--- src/hdl/cpuPkg.sv ---
`default_nettype none

package cpuPkg;

    // Datapath and register file sizes
    localparam int DATA_W     = 32;
    localparam int REG_ADDR_W = 5;
    localparam int NUM_REGS   = 32;

    // All-ones word stops the core
    localparam logic [DATA_W-1:0] HALT_WORD = '1;

    // Primary opcode field, bits 31:26
    typedef enum logic [5:0] {
        RTYPE = 6'd0,
        J     = 6'd2,
        BEQ   = 6'd4,
        ADDI  = 6'd8,
        LW    = 6'd35,
        SW    = 6'd43
    } opcodeE;

    // R-type function field, bits 5:0
    typedef enum logic [5:0] {
        ADD = 6'd32,
        SUB = 6'd34,
        AND = 6'd36,
        OR  = 6'd37,
        SLT = 6'd42
    } funcE;

    // ALU_ADD must stay zero so an all-zero ctrl is a bubble
    typedef enum logic [2:0] {
        ALU_ADD = 3'd0,
        ALU_SUB = 3'd1,
        ALU_AND = 3'd2,
        ALU_OR  = 3'd3,
        ALU_SLT = 3'd4
    } aluOpE;

    // Operand source for the execute stage
    typedef enum logic [1:0] {
        FWD_REG   = 2'd0,
        FWD_EXMEM = 2'd1,
        FWD_MEMWB = 2'd2
    } fwdSelE;

    // Decoded control, all zero is a bubble
    typedef struct packed {
        logic  regWrite;
        logic  memRead;
        logic  memWrite;
        logic  memToReg;
        logic  aluSrcImm;
        logic  branch;
        logic  jump;
        logic  halt;
        aluOpE aluOp;
    } ctrlT;

    // ID/EX pipeline register
    typedef struct packed {
        ctrlT                  ctrl;
        logic [DATA_W-1:0]     pcNext;
        logic [DATA_W-1:0]     rsVal;
        logic [DATA_W-1:0]     rtVal;
        logic [DATA_W-1:0]     immExt;
        logic [DATA_W-1:0]     jumpTarget;
        logic [REG_ADDR_W-1:0] rsIdx;
        logic [REG_ADDR_W-1:0] rtIdx;
        logic [REG_ADDR_W-1:0] destIdx;
    } idExT;

    // EX/MEM pipeline register
    typedef struct packed {
        logic                  regWrite;
        logic                  memRead;
        logic                  memWrite;
        logic                  memToReg;
        logic                  halt;
        logic [DATA_W-1:0]     aluResult;
        logic [DATA_W-1:0]     storeData;
        logic [REG_ADDR_W-1:0] destIdx;
    } exMemT;

    // MEM/WB register, also the writeback and forwarding bus
    typedef struct packed {
        logic                  regWrite;
        logic [REG_ADDR_W-1:0] destIdx;
        logic [DATA_W-1:0]     data;
    } wbT;

    // Registered branch or jump decision
    typedef struct packed {
        logic              taken;
        logic [DATA_W-1:0] target;
    } redirectT;

endpackage

`default_nettype wire

--- src/hdl/regFile.sv ---
`timescale 1ns/1ps
`default_nettype none

module regFile (
    input  wire                              clk,
    input  wire                              arstN,
    input  wire  [cpuPkg::REG_ADDR_W-1:0]    rsIdx,
    input  wire  [cpuPkg::REG_ADDR_W-1:0]    rtIdx,
    output logic [cpuPkg::DATA_W-1:0]        rsVal,
    output logic [cpuPkg::DATA_W-1:0]        rtVal,
    input  wire cpuPkg::wbT                  wb
);
    import cpuPkg::*;

    logic [DATA_W-1:0] regs [NUM_REGS];
    logic              wbLive;

    // Register 0 never takes a write
    assign wbLive = wb.regWrite && (wb.destIdx != '0);

    always_ff @(posedge clk or negedge arstN) begin
        if (!arstN) begin
            for (int i = 0; i < NUM_REGS; i++) begin
                regs[i] <= '0;
            end
        end else if (wbLive) begin
            regs[wb.destIdx] <= wb.data;
        end
    end

    // Same-cycle write shows through to decode
    assign rsVal = (wbLive && wb.destIdx == rsIdx) ? wb.data : regs[rsIdx];
    assign rtVal = (wbLive && wb.destIdx == rtIdx) ? wb.data : regs[rtIdx];

endmodule

`default_nettype wire

--- src/hdl/fetchStage.sv ---
`timescale 1ns/1ps
`default_nettype none

module fetchStage (
    input  wire                             clk,
    input  wire                             arstN,
    input  wire                             hold,
    input  wire cpuPkg::redirectT           redirect,
    output logic [cpuPkg::DATA_W-1:0]       imemAddr,
    input  wire  [cpuPkg::DATA_W-1:0]       imemData,
    output logic [cpuPkg::DATA_W-1:0]       ifInstr,
    output logic [cpuPkg::DATA_W-1:0]       ifPcNext
);
    import cpuPkg::*;

    logic [DATA_W-1:0] pc;
    logic [DATA_W-1:0] pcPlusOne;
    logic [DATA_W-1:0] pcSel;

    // Word addressed, so the next sequential PC is plus one
    assign pcPlusOne = pc + 1'b1;
    assign imemAddr  = pc;

    // Redirect wins over hold
    always_comb begin
        if (redirect.taken) begin
            pcSel = redirect.target;
        end else if (hold) begin
            pcSel = pc;
        end else begin
            pcSel = pcPlusOne;
        end
    end

    always_ff @(posedge clk or negedge arstN) begin
        if (!arstN) begin
            pc       <= '0;
            ifInstr  <= '0;
            ifPcNext <= '0;
        end else begin
            pc <= pcSel;
            if (redirect.taken) begin
                // Zero word decodes as a bubble
                ifInstr  <= '0;
                ifPcNext <= '0;
            end else if (!hold) begin
                ifInstr  <= imemData;
                ifPcNext <= pcPlusOne;
            end
        end
    end

    // PC stays known through stalls, halts and redirects
    pcKnown: assert property (@(posedge clk) disable iff (!arstN) !$isunknown(pc));

endmodule

`default_nettype wire

--- src/hdl/decodeStage.sv ---
`timescale 1ns/1ps
`default_nettype none

module decodeStage (
    input  wire                              clk,
    input  wire                              arstN,
    input  wire  [cpuPkg::DATA_W-1:0]        ifInstr,
    input  wire  [cpuPkg::DATA_W-1:0]        ifPcNext,
    input  wire                              stall,
    input  wire cpuPkg::redirectT            redirect,
    input  wire cpuPkg::wbT                  wb,
    output cpuPkg::idExT                     idEx,
    output logic [cpuPkg::REG_ADDR_W-1:0]    ifRsIdx,
    output logic [cpuPkg::REG_ADDR_W-1:0]    ifRtIdx,
    output logic                             halting
);
    import cpuPkg::*;

    logic [5:0]            opField;
    logic [5:0]            fnField;
    logic [REG_ADDR_W-1:0] rdIdx;
    logic [15:0]           imm16;
    logic [DATA_W-1:0]     rsVal;
    logic [DATA_W-1:0]     rtVal;
    logic                  issueBubble;
    ctrlT                  ctrl;
    idExT                  idExNext;

    // Field split
    assign opField = ifInstr[31:26];
    assign ifRsIdx = ifInstr[25:21];
    assign ifRtIdx = ifInstr[20:16];
    assign rdIdx   = ifInstr[15:11];
    assign fnField = ifInstr[5:0];
    assign imm16   = ifInstr[15:0];

    regFile uRegFile (
        .clk   (clk),
        .arstN (arstN),
        .rsIdx (ifRsIdx),
        .rtIdx (ifRtIdx),
        .rsVal (rsVal),
        .rtVal (rtVal),
        .wb    (wb)
    );

    // Control decode, unknown opcodes and functions become bubbles
    always_comb begin
        ctrl = '0;
        if (ifInstr == HALT_WORD) begin
            ctrl.halt = 1'b1;
        end else begin
            case (opcodeE'(opField))
                RTYPE: begin
                    ctrl.regWrite = 1'b1;
                    case (funcE'(fnField))
                        ADD:     ctrl.aluOp = ALU_ADD;
                        SUB:     ctrl.aluOp = ALU_SUB;
                        AND:     ctrl.aluOp = ALU_AND;
                        OR:      ctrl.aluOp = ALU_OR;
                        SLT:     ctrl.aluOp = ALU_SLT;
                        default: ctrl.regWrite = 1'b0;
                    endcase
                end
                ADDI: begin
                    ctrl.regWrite  = 1'b1;
                    ctrl.aluSrcImm = 1'b1;
                end
                LW: begin
                    ctrl.regWrite  = 1'b1;
                    ctrl.memRead   = 1'b1;
                    ctrl.memToReg  = 1'b1;
                    ctrl.aluSrcImm = 1'b1;
                end
                SW: begin
                    ctrl.memWrite  = 1'b1;
                    ctrl.aluSrcImm = 1'b1;
                end
                // Compare by subtraction, zero result means equal
                BEQ: begin
                    ctrl.branch = 1'b1;
                    ctrl.aluOp  = ALU_SUB;
                end
                J:       ctrl.jump = 1'b1;
                default: ctrl = '0;
            endcase
        end
    end

    always_comb begin
        idExNext.ctrl       = ctrl;
        idExNext.pcNext     = ifPcNext;
        idExNext.rsVal      = rsVal;
        idExNext.rtVal      = rtVal;
        idExNext.immExt     = {{(DATA_W-16){imm16[15]}}, imm16};
        // Absolute word target from the low 26 bits
        idExNext.jumpTarget = {{(DATA_W-26){1'b0}}, ifInstr[25:0]};
        idExNext.rsIdx      = ifRsIdx;
        idExNext.rtIdx      = ifRtIdx;
        // rd for R-type, rt otherwise, zero when nothing is written
        if (!ctrl.regWrite) begin
            idExNext.destIdx = '0;
        end else if (opField == RTYPE) begin
            idExNext.destIdx = rdIdx;
        end else begin
            idExNext.destIdx = ifRtIdx;
        end
    end

    // Squash, load-use and halt all issue a bubble
    assign issueBubble = redirect.taken | stall | halting;

    always_ff @(posedge clk or negedge arstN) begin
        if (!arstN) begin
            idEx    <= '0;
            halting <= 1'b0;
        end else begin
            idEx <= issueBubble ? '0 : idExNext;
            // Older taken branch cancels a pending halt
            if (redirect.taken) begin
                halting <= 1'b0;
            end else if (!issueBubble && ctrl.halt) begin
                halting <= 1'b1;
            end
        end
    end

    // Load-use stall lasts a single cycle
    stallOnce: assert property (@(posedge clk) disable iff (!arstN)
        stall |=> !stall);

endmodule

`default_nettype wire

--- src/hdl/hazardUnit.sv ---
`timescale 1ns/1ps
`default_nettype none

module hazardUnit (
    input  wire cpuPkg::idExT                idEx,
    input  wire cpuPkg::exMemT               exMem,
    input  wire cpuPkg::wbT                  wb,
    input  wire  [cpuPkg::REG_ADDR_W-1:0]    ifRsIdx,
    input  wire  [cpuPkg::REG_ADDR_W-1:0]    ifRtIdx,
    input  wire                              halting,
    output cpuPkg::fwdSelE                   fwdA,
    output cpuPkg::fwdSelE                   fwdB,
    output logic                             stall,
    output logic                             hold
);
    import cpuPkg::*;

    // Nearest older writer wins, register 0 never forwards
    function automatic fwdSelE pickFwd(input logic [REG_ADDR_W-1:0] srcIdx,
                                       input exMemT em,
                                       input wbT mw);
        if (em.regWrite && em.destIdx != '0 && em.destIdx == srcIdx) begin
            return FWD_EXMEM;
        end else if (mw.regWrite && mw.destIdx != '0 && mw.destIdx == srcIdx) begin
            return FWD_MEMWB;
        end
        return FWD_REG;
    endfunction

    assign fwdA = pickFwd(idEx.rsIdx, exMem, wb);
    assign fwdB = pickFwd(idEx.rtIdx, exMem, wb);

    // Load in ID/EX feeding the word in IF/ID
    assign stall = idEx.ctrl.memRead && (idEx.destIdx != '0) &&
                   ((idEx.destIdx == ifRsIdx) || (idEx.destIdx == ifRtIdx));

    // Fetch also freezes once a halt is in flight
    assign hold = stall | halting;

    // Load address in EX/MEM never reaches an operand
    always_comb begin
        assert final (!(exMem.memRead && (fwdA == FWD_EXMEM || fwdB == FWD_EXMEM)))
            else $error("hazardUnit: load forwarded from EX/MEM before its data");
    end

endmodule

`default_nettype wire

--- src/hdl/executeStage.sv ---
`timescale 1ns/1ps
`default_nettype none

module executeStage (
    input  wire                     clk,
    input  wire                     arstN,
    input  wire cpuPkg::idExT       idEx,
    output cpuPkg::exMemT           exMem,
    input  wire cpuPkg::fwdSelE     fwdA,
    input  wire cpuPkg::fwdSelE     fwdB,
    input  wire cpuPkg::wbT         wb,
    output cpuPkg::redirectT        redirect
);
    import cpuPkg::*;

    logic [DATA_W-1:0] opA;
    logic [DATA_W-1:0] rtFwd;
    logic [DATA_W-1:0] opB;
    logic [DATA_W-1:0] aluResult;
    logic              takeNext;
    logic [DATA_W-1:0] targetNext;
    exMemT             exMemNext;

    // Operand A source
    always_comb begin
        case (fwdA)
            FWD_EXMEM: opA = exMem.aluResult;
            FWD_MEMWB: opA = wb.data;
            default:   opA = idEx.rsVal;
        endcase
    end

    // rt value, also the store data
    always_comb begin
        case (fwdB)
            FWD_EXMEM: rtFwd = exMem.aluResult;
            FWD_MEMWB: rtFwd = wb.data;
            default:   rtFwd = idEx.rtVal;
        endcase
    end

    // addi, lw and sw take the immediate
    assign opB = idEx.ctrl.aluSrcImm ? idEx.immExt : rtFwd;

    always_comb begin
        case (idEx.ctrl.aluOp)
            ALU_SUB: aluResult = opA - opB;
            ALU_AND: aluResult = opA & opB;
            ALU_OR:  aluResult = opA | opB;
            // Signed compare
            ALU_SLT: aluResult = {{(DATA_W-1){1'b0}}, $signed(opA) < $signed(opB)};
            default: aluResult = opA + opB;
        endcase
    end

    // Instruction behind a taken redirect is being squashed, so it cannot redirect
    assign takeNext   = !redirect.taken &&
                        ((idEx.ctrl.branch && aluResult == '0) || idEx.ctrl.jump);
    assign targetNext = idEx.ctrl.jump ? idEx.jumpTarget : idEx.pcNext + idEx.immExt;

    always_comb begin
        exMemNext.regWrite  = idEx.ctrl.regWrite;
        exMemNext.memRead   = idEx.ctrl.memRead;
        exMemNext.memWrite  = idEx.ctrl.memWrite;
        exMemNext.memToReg  = idEx.ctrl.memToReg;
        exMemNext.halt      = idEx.ctrl.halt;
        exMemNext.aluResult = aluResult;
        exMemNext.storeData = rtFwd;
        exMemNext.destIdx   = idEx.destIdx;
    end

    always_ff @(posedge clk or negedge arstN) begin
        if (!arstN) begin
            redirect <= '0;
            exMem    <= '0;
        end else begin
            redirect.taken  <= takeNext;
            redirect.target <= targetNext;
            // Squash the younger instruction leaving ID/EX
            exMem <= redirect.taken ? '0 : exMemNext;
        end
    end

    // Second younger word is gone from ID/EX after a redirect
    squashIdEx: assert property (@(posedge clk) disable iff (!arstN)
        redirect.taken |=> (idEx == '0));

endmodule

`default_nettype wire

--- src/hdl/memWbStage.sv ---
`timescale 1ns/1ps
`default_nettype none

module memWbStage (
    input  wire                         clk,
    input  wire                         arstN,
    input  wire cpuPkg::exMemT          exMem,
    output logic [cpuPkg::DATA_W-1:0]   dmemAddr,
    output logic [cpuPkg::DATA_W-1:0]   dmemWdata,
    output logic                        dmemRe,
    output logic                        dmemWe,
    input  wire  [cpuPkg::DATA_W-1:0]   dmemRdata,
    output cpuPkg::wbT                  wb,
    output logic                        halted
);
    // Data port straight from EX/MEM
    assign dmemAddr  = exMem.aluResult;
    assign dmemWdata = exMem.storeData;
    assign dmemRe    = exMem.memRead;
    assign dmemWe    = exMem.memWrite;

    always_ff @(posedge clk or negedge arstN) begin
        if (!arstN) begin
            wb     <= '0;
            halted <= 1'b0;
        end else begin
            wb.regWrite <= exMem.regWrite;
            wb.destIdx  <= exMem.destIdx;
            // Load data or ALU result
            wb.data     <= exMem.memToReg ? dmemRdata : exMem.aluResult;
            // Sticky until reset
            if (exMem.halt) begin
                halted <= 1'b1;
            end
        end
    end

    // Only bubbles follow a halt down the pipe
    noStoreHalted: assert property (@(posedge clk) disable iff (!arstN) halted |-> !dmemWe);

endmodule

`default_nettype wire

--- src/hdl/cpuCore.sv ---
`timescale 1ns/1ps
`default_nettype none

module cpuCore (
    input  wire                         clk,
    input  wire                         arstN,
    output logic [cpuPkg::DATA_W-1:0]   imemAddr,
    input  wire  [cpuPkg::DATA_W-1:0]   imemData,
    output logic [cpuPkg::DATA_W-1:0]   dmemAddr,
    output logic [cpuPkg::DATA_W-1:0]   dmemWdata,
    output logic                        dmemRe,
    output logic                        dmemWe,
    input  wire  [cpuPkg::DATA_W-1:0]   dmemRdata,
    output logic                        halted
);
    import cpuPkg::*;

    // IF/ID
    logic [DATA_W-1:0]     ifInstr;
    logic [DATA_W-1:0]     ifPcNext;
    logic [REG_ADDR_W-1:0] ifRsIdx;
    logic [REG_ADDR_W-1:0] ifRtIdx;
    // Pipeline registers and feedback
    idExT                  idEx;
    exMemT                 exMem;
    wbT                    wb;
    redirectT              redirect;
    // Hazard control
    fwdSelE                fwdA;
    fwdSelE                fwdB;
    logic                  stall;
    logic                  hold;
    logic                  halting;

    fetchStage uFetch (
        .clk(clk), .arstN(arstN), .hold(hold), .redirect(redirect),
        .imemAddr(imemAddr), .imemData(imemData),
        .ifInstr(ifInstr), .ifPcNext(ifPcNext)
    );

    decodeStage uDecode (
        .clk(clk), .arstN(arstN), .ifInstr(ifInstr), .ifPcNext(ifPcNext),
        .stall(stall), .redirect(redirect), .wb(wb), .idEx(idEx),
        .ifRsIdx(ifRsIdx), .ifRtIdx(ifRtIdx), .halting(halting)
    );

    hazardUnit uHazard (
        .idEx(idEx), .exMem(exMem), .wb(wb), .ifRsIdx(ifRsIdx), .ifRtIdx(ifRtIdx),
        .halting(halting), .fwdA(fwdA), .fwdB(fwdB), .stall(stall), .hold(hold)
    );

    executeStage uExecute (
        .clk(clk), .arstN(arstN), .idEx(idEx), .exMem(exMem),
        .fwdA(fwdA), .fwdB(fwdB), .wb(wb), .redirect(redirect)
    );

    memWbStage uMemWb (
        .clk(clk), .arstN(arstN), .exMem(exMem),
        .dmemAddr(dmemAddr), .dmemWdata(dmemWdata), .dmemRe(dmemRe), .dmemWe(dmemWe),
        .dmemRdata(dmemRdata), .wb(wb), .halted(halted)
    );

endmodule

`default_nettype wire

--- config.mk ---
export PLATFORM = sky130hd
export DESIGN_NAME = cpuCore
export DESIGN_NICKNAME = d
export VERILOG_FILES = /design/src/hdl/cpuPkg.sv /design/src/hdl/regFile.sv /design/src/hdl/fetchStage.sv /design/src/hdl/decodeStage.sv /design/src/hdl/hazardUnit.sv /design/src/hdl/executeStage.sv /design/src/hdl/memWbStage.sv /design/src/hdl/cpuCore.sv
export SDC_FILE = /design/constraint.sdc
export NUM_CORES = 2
export LEC_CHECK = 0
export ABC_AREA = 1
export BUFFER_PORTS_ARGS = -buffer_cell sky130_fd_sc_hd__buf_2
export CORE_MARGIN = 8
export CORE_UTILIZATION = 29
export DETAILED_ROUTE_END_ITERATION = 10
export PLACE_DENSITY_LB_ADDON = 0.05
export SYNTH_ARGS = -nofsm -noshare
export SYNTH_HDL_FRONTEND = slang
export SYNTH_SLANG_ARGS = --single-unit
--- constraint.sdc ---
create_clock -name clk -period 3.4 [get_ports clk]
set_input_delay 0.17 -clock clk [delete_from_list [all_inputs] [get_ports clk]]
set_output_delay 0.17 -clock clk [all_outputs]
set_load 0.02 [all_outputs]
Word-level counts from Yosys, hierarchy flattened --
Index checks and enable logic that the tools add are counted.
Cells by class: add/subtract/negate cells 4, $lt $le $gt $ge 5, eq/ne operators 28, multiplexer cells 50, bitwise operators 8, reduce and logical (&&, ||, !) cells 27
Operators by type and width (count):
- $bwmux W1024 | 1
- $mux W32 | 15
- $bmux W32 S5 | 2
- $mux W186 | 1
- $demux W32 S5 | 1
- $pmux W32 S2 | 2
- $pmux W32 S4 | 1
- $mux W74 | 1
- $add A32 B32 Y32 | 2
- $eq A6 B6 Y1 const B | 7
- $eq A5 B5 Y1 | 8
- $add A32 B1 Y32 const B | 1
- $and A32 B32 Y32 | 1
- $eq A32 B32 Y1 const B | 1
- $logic_not A32 Y1 | 1
- $lt A32 B32 Y1 | 1
- $or A32 B32 Y32 | 1
- $sub A32 B32 Y32 | 1
- $ge A6 B6 Y1 const B | 3
- $not A5 Y6 | 3
- $reduce_bool A5 Y1 | 3
- $logic_and A1 B1 Y1 | 14
- $mux W1 | 13
- $mux W2 | 6
- 24 further kinds | 32
Word-level totals: register bits 1453, input port bits 66, output and inout bits 99

Logic depth before layout (Yosys ltp) --
depth after elaboration 15, depth in mapped cells 32, mapped depth without buffers 31

Hierarchy --
From an unflattened synthesis, not the netlist that was laid out.
Unflattened totals: cell total of the unflattened synthesis 11895, area, all modules 81917.3 sq um
Modules (own cells, without submodules):
- regFile | instances 1, cells each 8333, area each 56631.8 sq um, seq. area each 25624.6 sq um
- executeStage | instances 1, cells each 2152, area each 12894.9 sq um, seq. area each 2677.6 sq um
- decodeStage | instances 1, cells each 562, area each 5387.7 sq um, seq. area each 3453.3 sq um
- fetchStage | instances 1, cells each 540, area each 4524.3 sq um, seq. area each 2402.3 sq um
- memWbStage | instances 1, cells each 210, area each 1969.4 sq um, seq. area each 975.9 sq um
- hazardUnit | instances 1, cells each 98, area each 509.2 sq um, seq. area each 0.0 sq um

Least setup slack after synthesis --
Ideal clock, no wire load.
kind register -> register, start point reg, netlist name uExecute.exMem[0], end point reg, netlist name uExecute.redirect[32], arrival 3675 ps, setup slack -353 ps, cell stages (with the launch flop) 26, path through dfrtp_1 > or2_1 > o41ai_2 > nor4_1 > nand2_2 > inv_2 > nor2_1 > buf_2 > a221oi_1 > ha_1 > fa_1 > nand3_1 > nand3_1 > nand2_1 > nand2_1 > nand2_1 > nand2_1 > nand2_1 > nand4_1 > nand3_1 > nand3_1 > nor2_1 > nand2_1 > nor2_1 > nand3_1 > a21oi_1
Between the ends: cells in the longest elaborated chain, start to end 14
RTL lines:
- $reduce_bool A5 Y1 | line hazardUnit.sv:22 | if (em.regWrite && em.destIdx != '0 && em.destIdx == srcIdx) begin
- $logic_and A1 B1 Y1 (2 in a row) | line hazardUnit.sv:22
- $mux W2 / $mux W1 (equally long branches) | line hazardUnit.sv:22
- $mux W2 | line hazardUnit.sv:27 | return FWD_REG;
- $eq A2 B2 Y1 / $eq A2 B1 Y1 (equally long branches) | line executeStage.sv:35 | case (fwdB)
- $pmux W32 S2 | line executeStage.sv:35
- $mux W32 | line executeStage.sv:43 | assign opB = idEx.ctrl.aluSrcImm ? idEx.immExt : rtFwd;
- $add A32 B32 Y32 (tied with other cells) | line executeStage.sv:52 | default: aluResult = opA + opB;
- $pmux W32 S4 * | line executeStage.sv:46 | case (idEx.ctrl.aluOp)
- $logic_not A32 Y1 * | line executeStage.sv:58 | ((idEx.ctrl.branch && aluResult == '0) || idEx.ctrl.jump);
- $logic_and A1 B1 Y1 * | line executeStage.sv:58
- $logic_or A1 B1 Y1 * | line executeStage.sv:58
- $logic_and A1 B1 Y1 * | line executeStage.sv:57 | assign takeNext = !redirect.taken &&
- named net uExecute.takeNext | line executeStage.sv:20 | logic takeNext;
The timed path passes the listed nets; every way through them passes the cells marked *. A chain may end at the register's enable or synchronous reset.

Worst setup path after layout --
start point reg, netlist name uExecute.exMem[1], end point reg, netlist name uExecute.redirect[32]
Between the ends: cells in the longest elaborated chain, start to end 14
RTL lines (line):
- $reduce_bool A5 Y1 | hazardUnit.sv:22
- $logic_and A1 B1 Y1 (2 in a row) | hazardUnit.sv:22
- $mux W2 / $mux W1 (equally long branches) | hazardUnit.sv:22
- $mux W2 | hazardUnit.sv:27
- $eq A2 B2 Y1 / $eq A2 B1 Y1 (equally long branches) | executeStage.sv:35
- $pmux W32 S2 | executeStage.sv:35
- $mux W32 | executeStage.sv:43
- $add A32 B32 Y32 (tied with other cells) | executeStage.sv:52
- $pmux W32 S4 * | executeStage.sv:46
- $logic_not A32 Y1 * | executeStage.sv:58
- $logic_and A1 B1 Y1 * | executeStage.sv:58
- $logic_or A1 B1 Y1 * | executeStage.sv:58
- $logic_and A1 B1 Y1 * | executeStage.sv:57
- named net uExecute.takeNext | executeStage.sv:20
Marks and branches as above.

==> metrics.txt <==
pin count of the biggest net entering global routing approximately 140; placed cells 14.3k; clock slew at reported path FFs roughly 0.06 ns; Hold WC Path Type input pin to flip-flop; Synth Flop Type dfrtp_1; Critical Path Start Type flip-flop; Max Cap Viol 0; final period utilization 132%; count leader, synth o21ai_0; Setup Viol. Count Final 33; DRC marker count from the first detailed-route iteration between 7k and 8k; clock skew after layout between 0.05 and 0.06 ns; Die Y ~540 um; CTS tree yes; antenna violations before repair 31; Synth top cells by count o21ai_0 (2018), nand2_1 (1875), dfrtp_1 (1403); Worst Setup Path Type flip-flop to flip-flop; CORE AREA 271000 um2; grt total ovfl 0; R2R Path End uExecute.redirect[32]; failing checks setup timing; register area share after synthesis 44.6%; H-tree depth 4; asr flop ratio synth between 90% and 100%; crit path max fanout 7; multi-input logic area about 40000 um2; cell taking the most area after synthesis dfrtp_1; flop-to-flop setup slack -1.09 ns; depth of the most critical reg-to-reg path 29; Cells after Synth between 10k and 15k; Routability Congestion about 0.93; Slowest cell on crit path dfrtp_1; WL per Instance roughly 27 um; Vias/cell 5.31; Worst Setup SP uExecute.exMem[1]; clock sinks 1403; outcome complete, but fails checks; Post-synth EDFFs 0; Routed Antenna Nets 0; Ys Warns 0; Worst VDD drop between 300 and 400 uV; vias in the first global route 75.5k; initial core utilization 29.1%; worst setup path endpoint uExecute.redirect[32]; clock buffer depth 4; post-synthesis cell type count between 50 and 60; worst reg2reg startpoint uExecute.exMem[1]; Row Count between 150 and 200; Worst Tran Pin Value 1.19 ns; Tmin final around 4.5 ns; DIE AREA ~290000 um2; average size of a mapped cell between 7 and 8 um2; Remaining DRCs 0; TritonCTS buffer count about 190; CP max stage delay 0.37 ns; DR pass1 iterations 7; first-pass GRT wire length between 500 and 600 mm; Worst Setup End Kind flip-flop; Fmax achieved 222 MHz; gr usage total a little over a quarter; filler instances around 28k; Final Max Tran Viols 0; worst setup slack after layout -1.09 ns; ranking of synthesized cells by area dfrtp_1 (45%), o21ai_0 (13%), nand2_1 (8.9%), a21oi_1 (6.7%), inv_1 (4.4%); Port-buffer cells around 160; synthesis-to-finish area growth 26.8%; Pleak 43.5 nW; total power per unit cell area ~550 nW/um2; register area approximately 35000 um2; root buffer cell clkbuf_16; Die X-Extent about 540 um; Top Ports approximately 170; Yosys top cell area share between 40% and 50%; via count 78.5k; Mapped Nets ~11k; Required @ worst endpoint around 4.2 ns; placed wire-length estimate roughly 260 mm; dpl cell area ~90000 um2; fin area roughly 100000 um2; Routed WL 397 mm; Max-slew headroom around a fifth; final std cells w/o fill 14.8k; nets@finish 11.3k; Yosys reg bits ~1.4k; beginning of the worst hold path dmemRdata[9]; cell area after synthesis 78800 um2; RSZ-0062 raised after global routing yes; Final Hold Vio Count 0; Critical Path AT about 5.2 ns; clk_lat worst skew about 0.87 ns; share of layout cells above drive strength 1 18.4%
[layout by cell type (no fill, tap or decap), drive strengths merged, types with 33 or more instances in the layout]
cell         count
dfrtp         1403
nand3          696
buf           1213
nand4           41
o211ai         382
nor3            51
a31oi           72
clkinv          54
nand2         1888
ha             128
or2             37
a21oi         1063
nor2           643
clkbuf         274
o221ai          35
o21ai         2042
dlygate4sd3     64
a221oi          33
inv            950
xor2            40
[repair_timing]
action,4_1_cts,5_1_grt
pin swaps,56,103
setup buffers,28,35
hold buffers,65,0
setup endpoints to repair,36,33
endpoints found under the hold margin,858,0
gates resized for setup,407,243
gates cloned,4,2
[how the worst min path moves through the flow]
stage | slack (ns) | end | cells past startpoint
after detailed placement | 0.17 | uExecute.redirect[32] | 1
after floorplan | -0.13 | uDecode.halting | 0
after CTS | 0.03 | uMemWb.wb[9] | 4
after global routing | 0.07 | uMemWb.wb[9] | 4
after global placement | 0.17 | uExecute.redirect[32] | 1
final | 0.08 | uMemWb.wb[9] | 4
[through the flow]
| stage | worst slack, ns | utilization [%] | TNS [ns] | hold WS (ns) | power, mW |
|---|---|---|---|---|---|
| after floorplan | -0.136 | - | -0.136 | -0.126 | 25.7 |
| after global placement | -1.78 | 33.2 | -36.29 | 0.169 | 33.9 |
| after detailed placement | -1.77 | 33.2 | -35.64 | 0.172 | 33.8 |
| after CTS | -1.09 | 36.4 | -18.71 | 0.0310 | 54.9 |
| after global routing | -1.31 | 36.9 | -22.85 | 0.0678 | 57.3 |
| final | -1.09 | 36.9 | -17.32 | 0.0757 | 54.9 |
[routing by layer]
layer,GRT usage [%],vias to the layer above,share of wire [%]
li1,-,36600,-
met1,37.9,38800,46
met2,42.7,2625,45
met3,3.05,520,5.5
met4,7.44,0,3.1
met5,0,-,0
[state kept, by name, summed over array words and instances, names as in the netlist]
signal	count
uExecute.redirect	33
uFetch.imemAddr	32
uDecode.idEx	137
uDecode.halting	1
uFetch.ifPcNext	32
uMemWb.halted	1
uMemWb.wb	38
uExecute.exMem	73
uDecode.uRegFile.regs	1024
uFetch.ifInstr	32
[power breakdown]
part / internal [mW] / switching [mW]
registers: 17.8 / 1.18
logic: 5.55 / 10.5
clock network: 11.8 / 8.04
[layout make-up]
class                           count  area share [%]
Timing Repair Buffer             1279            11.5
Tap cell                         3570            4.47
Multi-Input combinational cell   7240            39.1
Sequential cell                  1403            35.2
Clock buffer                      272            5.47
Inverter                          972            3.72
Clock inverter                     46           0.537
Antenna cell                        7          0.0175
[kinds of logic after synthesis]
group	after synthesis	share of synthesized area, %
buffers and inverters	1911	9.73
adders and majority gates	131	2.11
xor gates and xnor gates	48	0.534
DFF	1403	44.6
muxes	6	0.0858
AOI/OAI and AO/OA	3678	25.2
and+or+nand+nor	3377	17.8
[worst max-delay path: cells and delay by family (launching register included)]
family / cells / cell delay, ns
simple gates: 17 / 1.93
buf+inv: 7 / 1.13
compound gates: 4 / 0.70
flops: 1 / 0.37
fa+ha+maj: 1 / 0.23
No activity file was read; power rests on OpenSTA's default activity.
